==> config.mk <==
export PLATFORM = sky130hd
export DESIGN_NAME = fetch_decode
export DESIGN_NICKNAME = d
export VERILOG_FILES = /design/src/verilog/cardinal_pkg.sv /design/src/verilog/fetch_decode.sv
export SDC_FILE = /design/constraint.sdc
export NUM_CORES = 1
export LEC_CHECK = 0
export BUFFER_PORTS_ARGS = -buffer_cell sky130_fd_sc_hd__buf_2
export CORE_MARGIN = 2
export CORE_UTILIZATION = 45
export CTS_CLUSTER_SIZE = 14
export DETAILED_ROUTE_END_ITERATION = 6
export GPL_TIMING_DRIVEN = 0
export MAX_ROUTING_LAYER = met4
export PLACE_DENSITY = 0.78
export SLEW_MARGIN = 15
export SYNTH_ARGS = -nofsm -noshare
export SYNTH_HDL_FRONTEND = slang
export SYNTH_SLANG_ARGS = --single-unit
==> constraint.sdc <==
create_clock -name i_clk -period 2.4 [get_ports i_clk]
set_input_delay 0.6 -clock i_clk [delete_from_list [all_inputs] [get_ports i_clk]]
set_output_delay 0.6 -clock i_clk [all_outputs]
set_load 0.01 [all_outputs]
==> src/verilog/cardinal_pkg.sv <==
package cardinal_pkg;

	// ------------------------------------------------------------------------
	// widths
	// ------------------------------------------------------------------------
	localparam int XLEN   = 64;    // data word
	localparam int ILEN   = 32;    // instruction and pc
	localparam int NREG   = 32;
	localparam int REG_AW = 5;
	localparam int IMM_W  = 16;    // memory immediate

	localparam logic [0:ILEN-1] PC_STEP = 32'd4;

	// ------------------------------------------------------------------------
	// field types, bit 0 is the leftmost bit
	// ------------------------------------------------------------------------
	typedef logic [0:XLEN-1]   word_t;
	typedef logic [0:REG_AW-1] reg_addr_t;
	typedef logic [0:1]        width_t;    // ww, lane width 8 << ww
	typedef logic [0:2]        ppp_t;
	typedef logic [0:5]        opcode_t;
	typedef logic [0:5]        func_t;
	typedef logic [0:IMM_W-1]  imm_t;

	// opcodes
	localparam opcode_t OP_ALU   = 6'b101010;
	localparam opcode_t OP_LOAD  = 6'b100000;
	localparam opcode_t OP_STORE = 6'b100001;
	localparam opcode_t OP_NOP   = 6'b111100;

	// alu function codes
	localparam func_t FN_AND  = 6'd0;
	localparam func_t FN_OR   = 6'd1;
	localparam func_t FN_XOR  = 6'd2;
	localparam func_t FN_NOT  = 6'd3;
	localparam func_t FN_MOV  = 6'd4;
	localparam func_t FN_ADD  = 6'd5;
	localparam func_t FN_SUB  = 6'd6;
	localparam func_t FN_SWAP = 6'd9;
	localparam func_t FN_SLL  = 6'd10;
	localparam func_t FN_SRL  = 6'd12;
	localparam func_t FN_SRA  = 6'd14;

	// participation
	localparam ppp_t PPP_ALL = 3'b000;    // whole word
	localparam ppp_t PPP_HI  = 3'b001;    // bits 0..31
	localparam ppp_t PPP_LO  = 3'b010;    // bits 32..63

	// ------------------------------------------------------------------------
	// pipeline structs
	// ------------------------------------------------------------------------
	typedef struct packed {
		opcode_t   opcode;
		reg_addr_t rd;
		reg_addr_t ra;     // also the store source
		reg_addr_t rb;
		ppp_t      ppp;
		width_t    ww;
		func_t     func;
		imm_t      imm;
	} dec_t;

	typedef struct packed {
		logic      we;
		reg_addr_t rd;
		ppp_t      ppp;
		word_t     data;
	} wb_t;

endpackage

==> src/verilog/fetch_decode.sv <==
module fetch_decode import cardinal_pkg::*; (
	input  logic            i_clk,
	input  logic            i_rst,
	input  logic [0:ILEN-1] i_instruction,
	output logic [0:ILEN-1] o_pc,
	output dec_t            o_dec
);

	// alu format: op | rD | rA | rB | ppp | ww | func
	typedef struct packed {
		opcode_t   op;
		reg_addr_t rd;
		reg_addr_t ra;
		reg_addr_t rb;
		ppp_t      ppp;
		width_t    ww;
		func_t     func;
	} r_fmt_t;

	// load/store format: op | reg | unused | imm
	typedef struct packed {
		opcode_t   op;
		reg_addr_t r;
		reg_addr_t pad;
		imm_t      imm;
	} m_fmt_t;

	logic [0:ILEN-1] pc_q;
	logic [0:ILEN-1] ir_q;
	r_fmt_t          r_word;
	m_fmt_t          m_word;

	// ------------------------------------------------------------------------
	// program counter and instruction register
	// ------------------------------------------------------------------------
	always_ff @(posedge i_clk) begin
		if (i_rst) begin
			pc_q <= '0;
			ir_q <= '0;    // opcode 0 decodes as nop
		end else begin
			pc_q <= pc_q + PC_STEP;
			ir_q <= i_instruction;
		end
	end

	assign o_pc = pc_q;

	// ------------------------------------------------------------------------
	// decode
	// ------------------------------------------------------------------------
	assign r_word = ir_q;
	assign m_word = ir_q;

	always_comb begin
		o_dec = '0;
		o_dec.opcode = OP_NOP;    // unknown opcodes fall through as nop
		case (r_word.op)
			OP_ALU: begin
				o_dec.opcode = OP_ALU;
				o_dec.rd     = r_word.rd;
				o_dec.ra     = r_word.ra;
				o_dec.rb     = r_word.rb;
				o_dec.ppp    = r_word.ppp;
				o_dec.ww     = r_word.ww;
				o_dec.func   = r_word.func;
			end
			OP_LOAD: begin
				o_dec.opcode = OP_LOAD;
				o_dec.rd     = m_word.r;    // load target
				o_dec.imm    = m_word.imm;
			end
			OP_STORE: begin
				o_dec.opcode = OP_STORE;
				o_dec.ra     = m_word.r;    // store data comes out of rA port
				o_dec.imm    = m_word.imm;
			end
			default: begin
			end
		endcase
	end

endmodule

==> impl_metrics.tcl, run 1 <==
set metrics [dict create \
    outcome "finished, violations left" \
    violations "setup timing" \
    worst_pin_slew_ns 0.788 \
    routed_via_density 4.92 \
    rsz0062_at_grt "true" \
    final_cell_mix "buf_2 (102), dfxtp_1 (62), nor2b_1 (43)" \
    netlist_area_um2 2670 \
    grt_use_total_pct 20.0 \
    min_period_ns 2.43 \
    overflow 0 \
    max-slew-margin-rel_pct 47.0 \
    p_total_uw 2020 \
    worstReg2RegEnd "o_pc[7]$_SDFF_PP0_" \
    synth_mux_area_share_pct 4.78 \
    peakVddDrop_mv 0.245 \
    gp_congestion 0.807 \
    drc 0 \
    dp_cells 480 \
    final_common_cell "buf_2" \
    coreArea_um2 5820 \
    post-place-ws_ns -0.273 \
    skew_ns 0.00472 \
    vias 2449 \
    placed_area_um2 3310 \
    cp_cell_sequence "or3b_4 > nor3_4 > buf_6 > o21ba_4 > and2_4 > buf_6" \
    path_buf_inv 2 \
    die_area_um2 6560 \
    r2r-start "o_pc[29]$_SDFF_PP0_" \
    drtIter0Drc 45 \
    ant_nets 0 \
    die_w_um 81.0 \
    rr_worst_depth 6 \
    max_freq_mhz 411 \
    cts_tree "yes" \
    holdCritStartpoint "i_instruction[2]" \
    setup_violations 15 \
    r2r_setup_slack_ns 0.27 \
    rows 28 \
    synth_compound_area_share_pct 5.02 \
    cp_top_family "simple AND/OR/NAND/NOR gates" \
    yosysWarnings 0 \
    antenna_cells 0 \
    path_clk_slew_ns 0.06 \
    highest_layer "met4" \
    hold_path_class "in -> reg" \
    final_layout_size_suffix_gt1_share_pct 39.2 \
    wl_met2_mm 3.18 \
    htreeDepth 3 \
    synth_top_family_by_area "simple AND/OR/NAND/NOR gates" \
    die_h_um 81.0 \
    ys_seq_area_share_pct 46.5 \
    setup_ws_ns -0.0328 \
    max_stage_delay_ns 0.42 \
    crit_start "ir_q[3]$_SDFF_PP0_" \
    hold_depth 2 \
    dp_hpwl_mm 4.70 \
    maxCapViolCount 0 \
    worst_path_max_delay_cell "or3b_4" \
    drt_pre_antenna_iters 4 \
    required_ns 1.80 \
    worst_hold_slack_ns 0.481 \
    fin_crit_sh_pct 101 \
    syn_avg_cell_area_um2 9.04 \
    wire_per_inst_um 13.1 \
    synth-seq-cells 62 \
    hold_violations 0 \
    start_kind "flop" \
    wl_met1_mm 2.76 \
    grt_max_degree 11 \
    ios 114 \
    finalNetCount 455 \
    p_per_area_nw_per_um2 554 \
    cts-root-buf "clkbuf_8" \
    clock_sinks 62 \
    io_buffers 109 \
    finalWirelength_mm 6.52 \
    antenna_found_initial 0 \
    grt_pass1_wl_mm 9.69 \
    synth-adder-area-share_pct 0.469 \
    yosys.area_share.simple_pct 36.0 \
    crit_fanout 5 \
    final_cell_area_um2 3650 \
    hold_end "ir_q[2]$_SDFF_PP0_" \
    slew_viol_final 0 \
    cts_buffers 9 \
    final_cells 498 \
    crit_top_cell "buf_6" \
    synth.distinct_cells 33 \
    clock_path_buffers 2 \
    initial_core_util_pct 45.9 \
    grt_pass1_vias 2131 \
    syn2layout_area_growth_pct 36.8 \
    arrival_ns 1.83 \
    crit_path_end_kind "output pin" \
    power.leakage_uw 0.00169 \
    critPathKind "reg -> out" \
    route.met3.wl_um 449 \
    clk_latency_ns 0.33 \
    postSynthCellCount 295 \
    fillers 516 \
    synth_xor_area_share_pct 2.95 \
]
worst max-delay path by stage:
stage,cells after the start,end
final,6,o_dec[39]
after global routing,6,o_dec[16]
after CTS,5,o_dec[28]
after detailed placement,6,o_dec[46]
after global placement,5,o_dec[28]
after floorplan,5,o_dec[46]
flip-flops by register name, indices dropped and copies added, names as in the netlist:
name  count
ir_q     32
o_pc     30
area by class of cell:
cell class / instances / area (µm²) / area share [%]
plain buffers: 17 / 111 / 3.05
clock buffers: 13 / 169 / 4.63
clock inverters: 1 / 5.00 / 0.137
inverters: 6 / 22.5 / 0.617
multi-input cells: 210 / 1380 / 37.7
flip-flops and latches: 62 / 1240 / 34.0
well taps: 75 / 93.8 / 2.57
repair buffers: 114 / 631 / 17.3
cells in the mapped netlist (all sizes together):
cell | instances | area (µm²)
dfxtp | 62 | 1240
a21oi | 8 | 40.0
o21ai | 5 | 25.0
o21ba | 1 | 10.0
and2 | 38 | 238
or3 | 7 | 51.3
nor3 | 10 | 50.1
ha | 1 | 12.5
or4 | 3 | 26.3
clkbuf | 10 | 37.5
or2 | 3 | 18.8
or3b | 1 | 8.76
o31ai | 2 | 15.0
nand2 | 11 | 41.3
buf | 8 | 45.0
xnor2 | 7 | 61.3
inv | 6 | 22.5
nand4 | 9 | 86.3
xor2 | 2 | 17.5
a22o | 5 | 43.8
nor2b | 43 | 269
nor2 | 26 | 97.6
nand3 | 11 | 55.1
nor4 | 3 | 18.8
mux2 | 11 | 128
conb | 2 | 7.51
worst reg2reg max path, stage by stage, from the launching register on:
cell and delay, ns:
dfxtp_1 0.41, ha_1 0.28, nand4_1 0.21, or2_1 0.25, clkbuf_1 0.17, nor4_1 0.33, mux2_2 0.37
where the power goes:
group          internal (µW)  leakage (µW)  switching [µW]
sequential              1060      0.000509            18.8
combinational           66.3       0.00109            61.3
clock                    447     0.0000914             366
timing repair:
action | 4_1_cts | 5_1_grt
buffers inserted | 3 | 2
gates resized for setup | 12 | 29
setup endpoints to repair | 47 | 44
cloned | 0 | 1
pin swaps | 1 | 9
hold buffers | 0 | 0
per-layer routing:
layer	global-route usage, %	up-vias
met5	-	-
met4	10.7	0
met3	4.11	13
met2	33.8	86
met1	22.2	1135
li1	-	1215
cell families (layout without fill, tap and decap cells):
kind of cell | Yosys count | in the layout
flops | 62 | 62
xor+xnor | 9 | 9
simple gates | 165 | 165
buf+inv | 24 | 151
fa+ha+maj | 1 | 1
mux | 11 | 11
other cells | 2 | 3
compound gates | 21 | 21
through the flow:
stage	setup TNS, ns	utilization (%)
after detailed placement	-5.93	56.9
after CTS	-0.0272	60.9
after global placement	-5.25	56.9
after global routing	-1.43	62.7
after floorplan	0	-
final	-0.256	62.7
No activity file was read; power rests on OpenSTA's default activity.
==> run 2, diff against run 1 <==
ABC_CLOCK_PERIOD_IN_PS = 2400   (was default)
SKIP_CTS_REPAIR_TIMING = 1   (was default)
TNS_END_PERCENT = 100   (was default)
==> run 2 against run 1 <==
The flow still finishes with violations (setup timing). Final cell count increased by 0.40%. Die area did not move. Global-route usage shrank 0.25 points. Critical path depth is the same. Final area up 0.65%. Sequential share of layout area shrank 0.22 points. Sequential cell count is the same. Count of clock-buffer cells in the layout unchanged. First-iteration DRC count is 11% lower. Clock skew is 0.0011 ns higher. Largest cell class unchanged.
==> impl_metrics.tcl, run 2 (same netlist as run 1, synthesis figures left out) <==
set metrics [dict create \
    outcome "finished, violations left" \
    worst_pin_slew_ns 0.788 \
    htreeDepth 3 \
    ant_nets 0 \
    seqPwrFrac_pct 53.5 \
    start_kind "flop" \
    critPathKind "reg -> out" \
    peakVddDrop_mv 0.242 \
    largest_register "ir_q" \
    cts-root-buf "clkbuf_8" \
    clk_latency_ns 0.33 \
    die_area_um2 6560 \
    crit_path_end_kind "output pin" \
    skew_ns 0.00581 \
    cts_buffers 9 \
    die_w_um 81.0 \
    grt_pass1_vias 2109 \
    final_layout_size_suffix_gt1_share_pct 39.5 \
    rows 28 \
    drt_pre_antenna_iters 4 \
    fin_crit_sh_pct 101 \
    die_h_um 81.0 \
    post-place-ws_ns -0.273 \
    worst_hold_slack_ns 0.481 \
    largest_register_ffs 32 \
    gp_congestion 0.807 \
    final_common_cell "buf_2" \
    power.leakage_uw 0.00170 \
    cts_tree "yes" \
    max_freq_mhz 412 \
    dp_hpwl_mm 4.70 \
    coreArea_um2 5820 \
    antenna_found_initial 0 \
    netSwitchingPower_uw 445 \
    min_period_ns 2.43 \
    crit_fanout 10 \
    p_sw_share_pct 22.0 \
    grt_pass1_wl_mm 9.58 \
    rsz0062_at_grt "true" \
    ios 114 \
    drc 0 \
    antenna_cells 0 \
    io_buffers 109 \
    wire_per_inst_um 13.2 \
    drtIter0Drc 40 \
    violations "setup timing" \
    routed_via_density 4.91 \
    setup_violations 2 \
    required_ns 1.80 \
    max-slew-margin-rel_pct 47.0 \
    fillers 512 \
    p_per_area_nw_per_um2 551 \
    finalWirelength_mm 6.59 \
    internal_power_uw 1580 \
    r2r_setup_slack_ns 0.27 \
    p_total_uw 2020 \
    syn2layout_area_growth_pct 37.7 \
    setup_ws_ns -0.0278 \
    slew_viol_final 0 \
    clock_sinks 62 \
    maxCapViolCount 0 \
    initial_core_util_pct 45.9 \
    finalNetCount 457 \
    fin_tns_setup_ns -0.0315 \
    path_clk_slew_ns 0.06 \
    vias 2457 \
    hold_violations 0 \
    grt_max_degree 11 \
    arrival_ns 1.83 \
    hold_path_class "in -> reg" \
    final_cell_mix "buf_2 (102), dfxtp_1 (62), nor2b_1 (43)" \
    clock_path_buffers 2 \
    pwr-share-comb_pct 6.4 \
    grt_use_total_pct 19.8 \
    clkPwrFrac_pct 40.1 \
    overflow 0 \
]
==> run 2: cell types whose count changed in the layout (fill, tap and decap cells not counted) <==
cell      before  now
nor2_1        25   26
nor2_2         1    0
buf_6         11   15
and2_1        31   30
buf_4          8    7
clkbuf_8      13   12
and2_4         6    7
==> run 2: power by group through the flow <==
stage | clock network (µW) | registers [µW] | logic [µW]
after floorplan | 0 | 1100 | 64.8
after global placement | 0 | 1100 | 115
after detailed placement | 0 | 1100 | 117
after CTS | 836 | 1080 | 118
after global routing | 877 | 1080 | 144
final | 811 | 1080 | 130
==> run 2: cell type report <==
cell class              count  area, µm²  area share, %
clock inverters             1       5.00          0.136
well taps                  75       93.8           2.56
inverters                   6       22.5          0.613
flip-flops and latches     62       1240           33.8
clock buffers              13        169           4.60
plain buffers              17        109           2.96
repair buffers            116        657           17.9
multi-input cells         210       1380           37.4
==> run 2: through the flow <==
| stage | utilization, % | cells | cell area (µm²) |
|---|---|---|---|
| 2_1_floorplan | - | 296 | 2670 |
| 3_3_place_gp | 56.9 | 480 | 3310 |
| 3_5_place_dp | 56.9 | 480 | 3310 |
| 4_1_cts | 59.9 | 494 | 3480 |
| 5_1_grt | 63.1 | 500 | 3670 |
| 6_report | 63.1 | 500 | 3670 |
==> run 2: path summary, 6_finish.rpt <==
kind	startpoint	to	depth (start not counted)
min	i_instruction[2]	ir_q[2]$_SDFF_PP0_	2
max reg2reg	o_pc[29]$_SDFF_PP0_	o_pc[7]$_SDFF_PP0_	6
max	ir_q[3]$_SDFF_PP0_	o_dec[28]	6
min reg2reg	o_pc[29]$_SDFF_PP0_	o_pc[29]$_SDFF_PP0_	1
==> run 2: critical path, stage by stage, from the launching register on <==
cell	delay [ns]
dfxtp_1	0.30
or3b_4	0.42
nor3_4	0.18
buf_6	0.15
buf_6	0.12
and2_1	0.17
buf_2	0.15
==> run 2: per-layer routing <==
layer  part of all wire, %  global-route usage [%]  routed length (µm)  vias up
met5                     0                       -                   0        -
met4                   2.1                    10.7                 138        0
met3                   6.7                    4.11                 441       13
met2                    48                    33.1                3190       86
met1                    43                    22.0                2820     1135
li1                      -                       -                   -     1223
